## src/rv_isa_pkg.sv

```systemverilog
package rv_isa_pkg;

    localparam int INST_LEN  = 32;
    localparam int REG_IDX_W = 5;

    // major opcode, taken from instr[6:2]
    typedef enum logic [4:0] {
        OP_LOAD   = 5'b00000,
        OP_IMM    = 5'b00100,
        OP_AUIPC  = 5'b00101,
        OP_IMM_32 = 5'b00110,
        OP_STORE  = 5'b01000,
        OP_REG    = 5'b01100,
        OP_LUI    = 5'b01101,
        OP_REG_32 = 5'b01110,
        OP_BRANCH = 5'b11000,
        OP_JALR   = 5'b11001,
        OP_JAL    = 5'b11011,
        OP_SYSTEM = 5'b11100
    } opcode_e;

    // minor code, instr[14:12]
    typedef enum logic [2:0] {
        F3_ADD_SUB = 3'b000,
        F3_SLL     = 3'b001,
        F3_SLT     = 3'b010,
        F3_SLTU    = 3'b011,
        F3_XOR     = 3'b100,
        F3_SR      = 3'b101,
        F3_OR      = 3'b110,
        F3_AND     = 3'b111
    } funct3_e;

    // system opcode shares the same funct3 encodings
    localparam funct3_e F3_ENV   = F3_ADD_SUB;
    localparam funct3_e F3_CSRRW = F3_SLL;
    localparam funct3_e F3_CSRRS = F3_SLT;

    typedef enum logic [2:0] {
        IMM_NONE,
        IMM_I,
        IMM_S,
        IMM_B,
        IMM_U,
        IMM_J
    } imm_fmt_e;

endpackage

```

## src/rv_ctrl_pkg.sv

```systemverilog
package rv_ctrl_pkg;

    localparam int XLEN       = 64;
    localparam int ALU_OP_W   = 5;
    localparam int SRC2_SEL_W = 2;
    localparam int DIV_SEL_W  = 3;

    // operations understood by the execute ALU
    typedef enum logic [ALU_OP_W-1:0] {
        ALU_ADD_64,
        ALU_ADD_32,
        ALU_SUB_64,
        ALU_SUB_32,
        ALU_SLL_64,
        ALU_SLL_32,
        ALU_SRL_64,
        ALU_SRL_32,
        ALU_SRA_64,
        ALU_SRA_32,
        ALU_SLT,
        ALU_SLTU,
        ALU_XOR,
        ALU_OR,
        ALU_AND,
        // result is operand 2 unchanged, used by lui
        ALU_SRC2
    } alu_op_e;

    typedef enum logic {
        SRC1_RS1,
        SRC1_PC
    } src1_sel_e;

    typedef enum logic [SRC2_SEL_W-1:0] {
        SRC2_RS2,
        SRC2_IMM,
        SRC2_FOUR,
        SRC2_ZERO
    } src2_sel_e;

    // M-extension op, same order as funct3
    typedef enum logic [DIV_SEL_W-1:0] {
        DIV_MUL,
        DIV_MULH,
        DIV_MULHSU,
        DIV_MULHU,
        DIV_DIV,
        DIV_DIVU,
        DIV_REM,
        DIV_REMU
    } div_sel_e;

endpackage

```

## src/id_ctrl_if.sv

```systemverilog
`timescale 1ns/1ps

interface id_ctrl_if;

    import rv_isa_pkg::*;
    import rv_ctrl_pkg::*;

    alu_op_e                alu_op;
    src1_sel_e              src1_sel;
    src2_sel_e              src2_sel;
    imm_fmt_e               imm_fmt;
    logic                   is_jal;
    logic                   is_jalr;
    logic                   is_brc;
    logic                   wb_en;
    logic                   div_en;
    div_sel_e               div_sel;
    // trap_in marks ecall, trap_out marks mret
    logic                   trap;
    logic                   trap_in;
    logic                   trap_out;
    logic [REG_IDX_W-1:0]   rd_idx;

    modport prod (
        output alu_op, src1_sel, src2_sel, imm_fmt,
        output is_jal, is_jalr, is_brc, wb_en,
        output div_en, div_sel, trap, trap_in, trap_out, rd_idx
    );

    modport cons (
        input alu_op, src1_sel, src2_sel, imm_fmt,
        input is_jal, is_jalr, is_brc, wb_en,
        input div_en, div_sel, trap, trap_in, trap_out, rd_idx
    );

endinterface

```

## src/id_decoder.sv

```systemverilog
`timescale 1ns/1ps

module id_decoder (
    input  logic [rv_isa_pkg::INST_LEN-1:0]  instr_i,
    id_ctrl_if.prod                          ctrl_o,
    output logic [rv_isa_pkg::REG_IDX_W-1:0] rs1_idx_o,
    output logic [rv_isa_pkg::REG_IDX_W-1:0] rs2_idx_o
);

    import rv_isa_pkg::*;
    import rv_ctrl_pkg::*;

    opcode_e     opcode;
    funct3_e     funct3;
    logic [6:0]  funct7;

    assign opcode = opcode_e'(instr_i[6:2]);
    assign funct3 = funct3_e'(instr_i[14:12]);
    assign funct7 = instr_i[31:25];

    // shared by register and immediate forms
    // alt is funct7[5], word picks the 32-bit variant
    function automatic alu_op_e alu_map(funct3_e f3, logic alt, logic word, logic sub_ok);
        alu_op_e op;
        case (f3)
            F3_ADD_SUB: begin
                if (alt && sub_ok) begin
                    op = word ? ALU_SUB_32 : ALU_SUB_64;
                end else begin
                    op = word ? ALU_ADD_32 : ALU_ADD_64;
                end
            end
            F3_SLL:  op = word ? ALU_SLL_32 : ALU_SLL_64;
            F3_SLT:  op = ALU_SLT;
            F3_SLTU: op = ALU_SLTU;
            F3_XOR:  op = ALU_XOR;
            F3_SR: begin
                if (alt) begin
                    op = word ? ALU_SRA_32 : ALU_SRA_64;
                end else begin
                    op = word ? ALU_SRL_32 : ALU_SRL_64;
                end
            end
            F3_OR:   op = ALU_OR;
            F3_AND:  op = ALU_AND;
            default: op = ALU_ADD_64;
        endcase
        return op;
    endfunction

    always_comb begin
        ctrl_o.alu_op   = ALU_ADD_64;
        ctrl_o.src1_sel = SRC1_RS1;
        ctrl_o.src2_sel = SRC2_RS2;
        ctrl_o.imm_fmt  = IMM_NONE;
        ctrl_o.is_jal   = 1'b0;
        ctrl_o.is_jalr  = 1'b0;
        ctrl_o.is_brc   = 1'b0;
        ctrl_o.wb_en    = 1'b0;
        ctrl_o.div_en   = 1'b0;
        ctrl_o.div_sel  = DIV_MUL;
        ctrl_o.trap     = 1'b0;
        ctrl_o.trap_in  = 1'b0;
        ctrl_o.trap_out = 1'b0;
        rs1_idx_o       = '0;
        rs2_idx_o       = '0;

        case (opcode)
            OP_REG, OP_REG_32: begin
                ctrl_o.alu_op  = alu_map(funct3, funct7[5], opcode[1], 1'b1);
                ctrl_o.wb_en   = 1'b1;
                // mul/div rides on funct7 = 1
                ctrl_o.div_en  = funct7[0];
                ctrl_o.div_sel = div_sel_e'(instr_i[14:12]);
                rs1_idx_o      = instr_i[19:15];
                rs2_idx_o      = instr_i[24:20];
            end
            OP_IMM, OP_IMM_32: begin
                ctrl_o.alu_op   = alu_map(funct3, funct7[5], opcode[1], 1'b0);
                ctrl_o.src2_sel = SRC2_IMM;
                ctrl_o.imm_fmt  = IMM_I;
                ctrl_o.wb_en    = 1'b1;
                rs1_idx_o       = instr_i[19:15];
            end
            OP_LOAD: begin
                ctrl_o.src2_sel = SRC2_IMM;
                ctrl_o.imm_fmt  = IMM_I;
                // only a full 32-bit encoding writes back
                ctrl_o.wb_en    = &instr_i[1:0];
                rs1_idx_o       = instr_i[19:15];
            end
            OP_STORE: begin
                ctrl_o.src2_sel = SRC2_IMM;
                ctrl_o.imm_fmt  = IMM_S;
                rs1_idx_o       = instr_i[19:15];
                rs2_idx_o       = instr_i[24:20];
            end
            OP_BRANCH: begin
                ctrl_o.is_brc  = 1'b1;
                ctrl_o.imm_fmt = IMM_B;
                rs1_idx_o      = instr_i[19:15];
                rs2_idx_o      = instr_i[24:20];
            end
            OP_JAL, OP_JALR: begin
                // ALU computes the link address pc + 4
                ctrl_o.src1_sel = SRC1_PC;
                ctrl_o.src2_sel = SRC2_FOUR;
                ctrl_o.wb_en    = 1'b1;
                ctrl_o.is_jal   = (opcode == OP_JAL);
                ctrl_o.is_jalr  = (opcode == OP_JALR);
                ctrl_o.imm_fmt  = (opcode == OP_JAL) ? IMM_J : IMM_I;
                rs1_idx_o       = (opcode == OP_JALR) ? instr_i[19:15] : '0;
            end
            OP_LUI: begin
                ctrl_o.alu_op   = ALU_SRC2;
                ctrl_o.src2_sel = SRC2_IMM;
                ctrl_o.imm_fmt  = IMM_U;
                ctrl_o.wb_en    = 1'b1;
            end
            OP_AUIPC: begin
                ctrl_o.src1_sel = SRC1_PC;
                ctrl_o.src2_sel = SRC2_IMM;
                ctrl_o.imm_fmt  = IMM_U;
                ctrl_o.wb_en    = 1'b1;
            end
            OP_SYSTEM: begin
                ctrl_o.src2_sel = SRC2_ZERO;
                rs1_idx_o       = instr_i[19:15];
                case (funct3)
                    F3_ENV: begin
                        // ebreak has bit 20 set and only raises trap
                        ctrl_o.trap     = 1'b1;
                        ctrl_o.trap_in  = ~instr_i[21] & ~instr_i[20];
                        ctrl_o.trap_out = instr_i[21] & ~instr_i[20];
                    end
                    F3_CSRRW, F3_CSRRS: begin
                        ctrl_o.wb_en = 1'b1;
                    end
                    default: begin
                        ctrl_o.wb_en = 1'b0;
                    end
                endcase
            end
            default: begin
                ctrl_o.wb_en = 1'b0;
            end
        endcase

        ctrl_o.rd_idx = ctrl_o.wb_en ? instr_i[11:7] : '0;

        // execute redirects on exactly one kind of control transfer
        jump_onehot_a: assert ($onehot0({ctrl_o.is_jal, ctrl_o.is_jalr, ctrl_o.is_brc}))
            else $error("decoder raised more than one jump/branch flag");
    end

endmodule

```

## src/id_ex_reg.sv

```systemverilog
`timescale 1ns/1ps

module id_ex_reg #(
    parameter int XLEN = rv_ctrl_pkg::XLEN
) (
    input  logic                            clk_i,
    input  logic                            rst_n_i,
    input  logic                            stall_i,
    input  logic                            flush_i,
    input  logic                            instr_valid_i,
    input  logic [XLEN-1:0]                 pc_i,
    input  logic [XLEN-1:0]                 rs1_data_i,
    input  logic [XLEN-1:0]                 rs2_data_i,
    input  logic [rv_isa_pkg::INST_LEN-1:0] instr_i,
    id_ctrl_if.cons                         ctrl_i,
    id_ctrl_if.prod                         ctrl_o,
    output logic                            ex_valid_o,
    output logic [XLEN-1:0]                 ex_pc_o,
    output logic [XLEN-1:0]                 ex_rs1_o,
    output logic [XLEN-1:0]                 ex_rs2_o,
    output logic [rv_isa_pkg::INST_LEN-1:0] ex_instr_o
);

    import rv_isa_pkg::*;
    import rv_ctrl_pkg::*;

    // flush beats stall
    always_ff @(posedge clk_i) begin
        if (!rst_n_i) begin
            ex_valid_o <= 1'b0;
        end else if (flush_i) begin
            ex_valid_o <= 1'b0;
        end else if (!stall_i) begin
            ex_valid_o <= instr_valid_i;
        end
    end

    // control bundle, back to a harmless add on reset
    always_ff @(posedge clk_i) begin
        if (!rst_n_i) begin
            ctrl_o.alu_op   <= ALU_ADD_64;
            ctrl_o.src1_sel <= SRC1_RS1;
            ctrl_o.src2_sel <= SRC2_RS2;
            ctrl_o.imm_fmt  <= IMM_NONE;
            ctrl_o.is_jal   <= 1'b0;
            ctrl_o.is_jalr  <= 1'b0;
            ctrl_o.is_brc   <= 1'b0;
            ctrl_o.wb_en    <= 1'b0;
            ctrl_o.div_en   <= 1'b0;
            ctrl_o.div_sel  <= DIV_MUL;
            ctrl_o.trap     <= 1'b0;
            ctrl_o.trap_in  <= 1'b0;
            ctrl_o.trap_out <= 1'b0;
            ctrl_o.rd_idx   <= '0;
        end else if (!stall_i) begin
            ctrl_o.alu_op   <= ctrl_i.alu_op;
            ctrl_o.src1_sel <= ctrl_i.src1_sel;
            ctrl_o.src2_sel <= ctrl_i.src2_sel;
            ctrl_o.imm_fmt  <= ctrl_i.imm_fmt;
            ctrl_o.is_jal   <= ctrl_i.is_jal;
            ctrl_o.is_jalr  <= ctrl_i.is_jalr;
            ctrl_o.is_brc   <= ctrl_i.is_brc;
            ctrl_o.wb_en    <= ctrl_i.wb_en;
            ctrl_o.div_en   <= ctrl_i.div_en;
            ctrl_o.div_sel  <= ctrl_i.div_sel;
            ctrl_o.trap     <= ctrl_i.trap;
            ctrl_o.trap_in  <= ctrl_i.trap_in;
            ctrl_o.trap_out <= ctrl_i.trap_out;
            ctrl_o.rd_idx   <= ctrl_i.rd_idx;
        end
    end

    // payload only
    always_ff @(posedge clk_i) begin
        if (!stall_i) begin
            ex_pc_o    <= pc_i;
            ex_rs1_o   <= rs1_data_i;
            ex_rs2_o   <= rs2_data_i;
            ex_instr_o <= instr_i;
        end
    end

    // a flushed slot never shows up as valid in execute
    flush_kills_valid_a: assert property (
        @(posedge clk_i) disable iff (!rst_n_i)
        flush_i |=> !ex_valid_o
    ) else $error("ex_valid_o high in the cycle after flush_i");

endmodule

```

## src/ex_operand_unit.sv

```systemverilog
`timescale 1ns/1ps

module ex_operand_unit #(
    parameter int XLEN = rv_ctrl_pkg::XLEN
) (
    id_ctrl_if.cons                         ctrl_i,
    input  logic [rv_isa_pkg::INST_LEN-1:0] instr_i,
    input  logic [XLEN-1:0]                 pc_i,
    input  logic [XLEN-1:0]                 rs1_i,
    input  logic [XLEN-1:0]                 rs2_i,
    output logic [XLEN-1:0]                 imm_o,
    output logic [XLEN-1:0]                 opnd1_o,
    output logic [XLEN-1:0]                 opnd2_o
);

    import rv_isa_pkg::*;
    import rv_ctrl_pkg::*;

    logic sign;

    // every format takes its sign from bit 31
    assign sign = instr_i[31];

    always_comb begin
        case (ctrl_i.imm_fmt)
            IMM_I: begin
                imm_o = {{(XLEN-12){sign}}, instr_i[31:20]};
            end
            IMM_S: begin
                imm_o = {{(XLEN-12){sign}}, instr_i[31:25], instr_i[11:7]};
            end
            IMM_B: begin
                imm_o = {{(XLEN-13){sign}}, instr_i[31], instr_i[7],
                         instr_i[30:25], instr_i[11:8], 1'b0};
            end
            IMM_U: begin
                imm_o = {{(XLEN-32){sign}}, instr_i[31:12], 12'b0};
            end
            IMM_J: begin
                imm_o = {{(XLEN-21){sign}}, instr_i[31], instr_i[19:12],
                         instr_i[20], instr_i[30:21], 1'b0};
            end
            default: begin
                imm_o = '0;
            end
        endcase

        // registered bundle only ever carries a legal format
        imm_fmt_known_a: assert (!$isunknown(ctrl_i.imm_fmt) && (ctrl_i.imm_fmt <= IMM_J))
            else $error("illegal imm_fmt %0d reached execute", ctrl_i.imm_fmt);
    end

    assign opnd1_o = (ctrl_i.src1_sel == SRC1_PC) ? pc_i : rs1_i;

    always_comb begin
        case (ctrl_i.src2_sel)
            SRC2_RS2:  opnd2_o = rs2_i;
            SRC2_IMM:  opnd2_o = imm_o;
            SRC2_FOUR: opnd2_o = XLEN'(4);
            default:   opnd2_o = '0;
        endcase
    end

endmodule

```

## src/id_stage_top.sv

```systemverilog
`timescale 1ns/1ps

module id_stage_top #(
    parameter int XLEN = rv_ctrl_pkg::XLEN
) (
    input  logic                             clk_i,
    input  logic                             rst_n_i,
    input  logic                             instr_valid_i,
    input  logic [rv_isa_pkg::INST_LEN-1:0]  instr_i,
    input  logic [XLEN-1:0]                  pc_i,
    input  logic [XLEN-1:0]                  rs1_data_i,
    input  logic [XLEN-1:0]                  rs2_data_i,
    input  logic                             stall_i,
    input  logic                             flush_i,
    output logic [rv_isa_pkg::REG_IDX_W-1:0] rs1_idx_o,
    output logic [rv_isa_pkg::REG_IDX_W-1:0] rs2_idx_o,
    output logic                             ex_valid_o,
    output rv_ctrl_pkg::alu_op_e             alu_op_o,
    output logic [XLEN-1:0]                  opnd1_o,
    output logic [XLEN-1:0]                  opnd2_o,
    output logic [XLEN-1:0]                  imm_o,
    output logic [rv_isa_pkg::REG_IDX_W-1:0] rd_idx_o,
    output logic                             wb_en_o,
    output logic                             is_jal_o,
    output logic                             is_jalr_o,
    output logic                             is_brc_o,
    output logic                             div_en_o,
    output rv_ctrl_pkg::div_sel_e            div_sel_o,
    output logic                             trap_o,
    output logic                             trap_in_o,
    output logic                             trap_out_o
);

    logic [XLEN-1:0]                 ex_pc;
    logic [XLEN-1:0]                 ex_rs1;
    logic [XLEN-1:0]                 ex_rs2;
    logic [rv_isa_pkg::INST_LEN-1:0] ex_instr;

    // decode side and execute side of the bundle
    id_ctrl_if dec_ctrl ();
    id_ctrl_if ex_ctrl ();

    // register indices leave combinationally for the outside register file
    id_decoder i_id_decoder (
        .instr_i   (instr_i),
        .ctrl_o    (dec_ctrl),
        .rs1_idx_o (rs1_idx_o),
        .rs2_idx_o (rs2_idx_o)
    );

    id_ex_reg #(
        .XLEN (XLEN)
    ) i_id_ex_reg (
        .clk_i         (clk_i),
        .rst_n_i       (rst_n_i),
        .stall_i       (stall_i),
        .flush_i       (flush_i),
        .instr_valid_i (instr_valid_i),
        .pc_i          (pc_i),
        .rs1_data_i    (rs1_data_i),
        .rs2_data_i    (rs2_data_i),
        .instr_i       (instr_i),
        .ctrl_i        (dec_ctrl),
        .ctrl_o        (ex_ctrl),
        .ex_valid_o    (ex_valid_o),
        .ex_pc_o       (ex_pc),
        .ex_rs1_o      (ex_rs1),
        .ex_rs2_o      (ex_rs2),
        .ex_instr_o    (ex_instr)
    );

    ex_operand_unit #(
        .XLEN (XLEN)
    ) i_ex_operand_unit (
        .ctrl_i  (ex_ctrl),
        .instr_i (ex_instr),
        .pc_i    (ex_pc),
        .rs1_i   (ex_rs1),
        .rs2_i   (ex_rs2),
        .imm_o   (imm_o),
        .opnd1_o (opnd1_o),
        .opnd2_o (opnd2_o)
    );

    assign alu_op_o   = ex_ctrl.alu_op;
    assign rd_idx_o   = ex_ctrl.rd_idx;
    assign wb_en_o    = ex_ctrl.wb_en;
    assign is_jal_o   = ex_ctrl.is_jal;
    assign is_jalr_o  = ex_ctrl.is_jalr;
    assign is_brc_o   = ex_ctrl.is_brc;
    assign div_en_o   = ex_ctrl.div_en;
    assign div_sel_o  = ex_ctrl.div_sel;
    assign trap_o     = ex_ctrl.trap;
    assign trap_in_o  = ex_ctrl.trap_in;
    assign trap_out_o = ex_ctrl.trap_out;

endmodule

```

## config.mk

```make
export PLATFORM = sky130hd
export DESIGN_NAME = id_stage_top
export DESIGN_NICKNAME = d
export VERILOG_FILES = /design/src/rv_isa_pkg.sv /design/src/rv_ctrl_pkg.sv /design/src/id_ctrl_if.sv /design/src/id_decoder.sv /design/src/id_ex_reg.sv /design/src/ex_operand_unit.sv /design/src/id_stage_top.sv
export SDC_FILE = /design/constraint.sdc
export NUM_CORES = 1
export LEC_CHECK = 0
export BUFFER_PORTS_ARGS = -buffer_cell sky130_fd_sc_hd__buf_2
export CAP_MARGIN = 0
export CORE_ASPECT_RATIO = 0.7
export CORE_MARGIN = 10
export CORE_UTILIZATION = 30
export CTS_CLUSTER_DIAMETER = 120
export DETAILED_ROUTE_END_ITERATION = 16
export GPL_ROUTABILITY_DRIVEN = 0
export PLACE_DENSITY = 0.64
export SYNTH_ARGS = -nofsm -noshare
export SYNTH_HDL_FRONTEND = slang
export SYNTH_HIERARCHICAL = 1
export SYNTH_SLANG_ARGS = --single-unit
```

## constraint.sdc

```tcl
create_clock -name clk_i -period 7.6 [get_ports clk_i]
set_input_delay 1.52 -clock clk_i [delete_from_list [all_inputs] [get_ports clk_i]]
set_output_delay 1.52 -clock clk_i [all_outputs]
set_load 0.02 [all_outputs]
```

==> flow_summary.rst <==
.. list-table::
   :header-rows: 1

   * - Metric
     - Value
   * - Met2 Usage GRT
     - 25.2%
   * - Max Cap Viol
     - 0
   * - Data arrival time of the critical path
     - 3240 ps
   * - Mapped Cells
     - 691
   * - Width of the die
     - 242 um
   * - Source-to-sink clock delay at the later pin of the worst-skew pair
     - 530 ps
   * - H-Tree Level Count
     - 1
   * - Largest net degree at the start of global routing
     - 82
   * - Launching point of the worst reg2reg path
     - i_id_ex_reg/ctrl_o.src2_sel[0]
   * - Cell Count Post-Placement
     - 1,536
   * - Master cell of the clock root buffer
     - sky130_fd_sc_hd__clkbuf_16
   * - Setup slack after placement
     - 3310 ps
   * - Post-cts resize count
     - 0
   * - Result of the run
     - finished, final reports clean
   * - Destination of the worst register-to-register timing path
     - i_id_ex_reg/ctrl_o.src2_sel[0]
   * - PortBufs
     - 452
   * - Post-detail-place hpwl
     - 26,000 um
   * - Number of clock buffers inserted by TritonCTS
     - 25
   * - P per Cell Area
     - 242 nW/um^2
   * - Path type of the worst setup path
     - reg2out
   * - Hold Path Class
     - reg2reg
   * - Worst IR drop on VDD
     - 170 uV
   * - First-pass detailed-route iteration total
     - 5
   * - RSZ-0062 raised after global routing
     - false
   * - Syn_area_per_cell
     - 15.0 um^2
   * - Utilization after layout
     - 40.0%
   * - Share of the clock period used by the worst path
     - 62.6%
   * - Vias in the first global route
     - 7,404
   * - I/O pins
     - 453
   * - TritonCTS sink count
     - 245
   * - Final critical path time including I/O delays and setup
     - 4760 ps
   * - Met1 usage in global routing
     - 17.9%
   * - Sum Neg Setup Slack
     - 0 ps
   * - DRC
     - 0
   * - Area of all placed cells without fillers
     - 13,500 um^2
   * - R2r worst-path depth
     - 2
   * - Most utilized layer in the global route result
     - met2
   * - Hold-critical path endpoint
     - i_id_ex_reg/ctrl_o.is_jal
   * - Number of buffers added to fix hold violations after cts
     - 0
   * - Peak clock frequency supported by timing
     - 210 MHz
   * - Count of yosys warnings during synthesis
     - 6
   * - Detailed-route vias per instance
     - 4.51
   * - Final worst setup slack
     - 2840 ps
   * - Final Non-Filler Cells
     - 1,581
   * - Wire length after detailed routing
     - 33,900 um
   * - Peak fanout along the critical path
     - 22
   * - Antenna Violating Nets Remaining
     - 0
   * - Total Power
     - 3.27 mW
   * - Setup violators final
     - 0
   * - Clock input transition at the sequential cells of the worst setup and hold paths
     - 60 ps
   * - Number of diodes added for antenna fixing
     - 0
   * - Min-Delay Path Depth
     - 2
   * - Die Area
     - 42,400 um^2
   * - TritonCTS clock tree
     - done
   * - Slew of the pin with the lowest slew margin
     - 1060 ps
   * - Wire length per cell
     - 21.4 um
   * - Post-place instance area
     - 12,700 um^2
   * - Cell area after synthesis
     - 10,300 um^2
   * - Register-to-register path setup slack
     - 6230 ps
   * - Worst Skew
     - 0 ps
   * - Hold path startpoint
     - i_id_ex_reg/ctrl_o.is_jal
   * - Launching element type of the critical path
     - flop
   * - Number of DRC markers after the initial detailed-route iteration
     - 419
   * - Max Transition Viols Final
     - 0
   * - Number of antenna violations at the first check in global routing
     - 4
   * - Final hold violation count
     - 0
   * - Initial core utilization
     - 30.6%
   * - Share of post-route cells with drive strength above 1
     - 52.3%
   * - Number of buffers added for setup after CTS
     - 0
   * - Area delta synth->final
     - 30.6%
   * - Final Net Count
     - 1,328
   * - First-pass GRT wire length
     - 48,700 um
   * - WHS
     - 518 ps
   * - Remaining Overflow, GRT
     - 0
   * - Via count of the routed design
     - 7,123
   * - Post-synth net total
     - 920
   * - Max-Slew Margin vs Limit
     - 29.1%
   * - Met3 demand-to-capacity share in global routing
     - 4.83%
   * - Global-route usage over all layers
     - 14.9%
   * - FP Rows
     - 56
   * - Die Y-Extent
     - 175 um
   * - Core box area
     - 33,800 um^2
   * - Crit. End Element
     - output port
   * - Leakage component of the power
     - 6.07 nW
   * - Required time worst endpoint
     - 6080 ps
   * - CTS max path bufs
     - 3
flip-flops by register name, indices dropped and copies added (netlist names), 2 cells and up:
register / count
i_id_ex_reg/ex_pc_o: 64
i_id_ex_reg/ex_rs1_o: 64
i_id_ex_reg/ex_rs2_o: 64
i_id_ex_reg/ex_instr_o: 25
i_id_ex_reg/ctrl_o.alu_op: 5
i_id_ex_reg/ctrl_o.rd_idx: 5
i_id_ex_reg/ctrl_o.div_sel: 3
i_id_ex_reg/ctrl_o.imm_fmt: 3
i_id_ex_reg/ctrl_o.src2_sel: 2
critical path, stage by stage, from the launching register on:
cell and delay, ps:
sky130_fd_sc_hd__dfxtp_1 480, sky130_fd_sc_hd__or2_1 590, sky130_fd_sc_hd__nand3_1 790, sky130_fd_sc_hd__a311oi_1 600, sky130_fd_sc_hd__buf_2 260
layout make-up:
class / count / area, um^2
multi-input combinational: 351 / 2670
tap: 464 / 581
sequential: 245 / 7080
clock buffer: 30 / 684
clock inverter: 15 / 128
fill: 3250 / 20300
timing repair buffer: 457 / 2300
inverter: 19 / 78.8
placed cells by master, fill, tap and decap left out, types with 3 or more instances in the layout:
cell type / count
sky130_fd_sc_hd__and3_2: 4
sky130_fd_sc_hd__nor2_1: 32
sky130_fd_sc_hd__nor2b_1: 36
sky130_fd_sc_hd__nor2b_2: 5
sky130_fd_sc_hd__mux2i_1: 30
sky130_fd_sc_hd__mux2_2: 65
sky130_fd_sc_hd__dfxtp_1: 26
sky130_fd_sc_hd__clkbuf_16: 25
sky130_fd_sc_hd__and2_1: 9
sky130_fd_sc_hd__edfxtp_1: 217
sky130_fd_sc_hd__nand2_1: 31
sky130_fd_sc_hd__a21oi_1: 5
sky130_fd_sc_hd__a22oi_1: 11
sky130_fd_sc_hd__and2b_1: 4
sky130_fd_sc_hd__nand4_1: 4
sky130_fd_sc_hd__nand3_1: 3
sky130_fd_sc_hd__clkbuf_8: 4
sky130_fd_sc_hd__a22o_1: 8
sky130_fd_sc_hd__clkinv_2: 9
sky130_fd_sc_hd__a211oi_1: 11
sky130_fd_sc_hd__o21ai_0: 7
sky130_fd_sc_hd__a311oi_1: 12
sky130_fd_sc_hd__and3_1: 9
sky130_fd_sc_hd__buf_4: 5
sky130_fd_sc_hd__buf_2: 452
sky130_fd_sc_hd__a21o_1: 35
sky130_fd_sc_hd__inv_1: 18
metal layers:
layer	wire, um	part of all wire [%]	vias to the layer above
li1	-	-	3347
met1	13800	41	3385
met2	16200	48	338
met3	2780	8.2	51
met4	1050	3.1	2
met5	13	0.038	-
worst max path at each step:
stage,slack (ps),start,endpoint,cells past startpoint
2_1_floorplan,1040,stall_i,i_id_ex_reg/ex_instr_o[10],3
3_3_place_gp,3340,instr_i[6],rs1_idx_o[3],6
3_5_place_dp,3310,instr_i[6],rs1_idx_o[3],6
4_1_cts,2750,i_id_ex_reg/ctrl_o.imm_fmt[0],opnd2_o[20],4
5_1_grt,2560,i_id_ex_reg/ctrl_o.imm_fmt[0],opnd2_o[20],4
6_report,2840,i_id_ex_reg/ctrl_o.imm_fmt[0],opnd2_o[20],4
where the power goes:
part	switching, mW	internal [mW]	total (mW)
clock	0.517	0.708	1.22
combinational	0.269	0.167	0.436
sequential	0.0345	1.57	1.61
total	0.821	2.45	3.27
(Power assumes the default switching activity.)
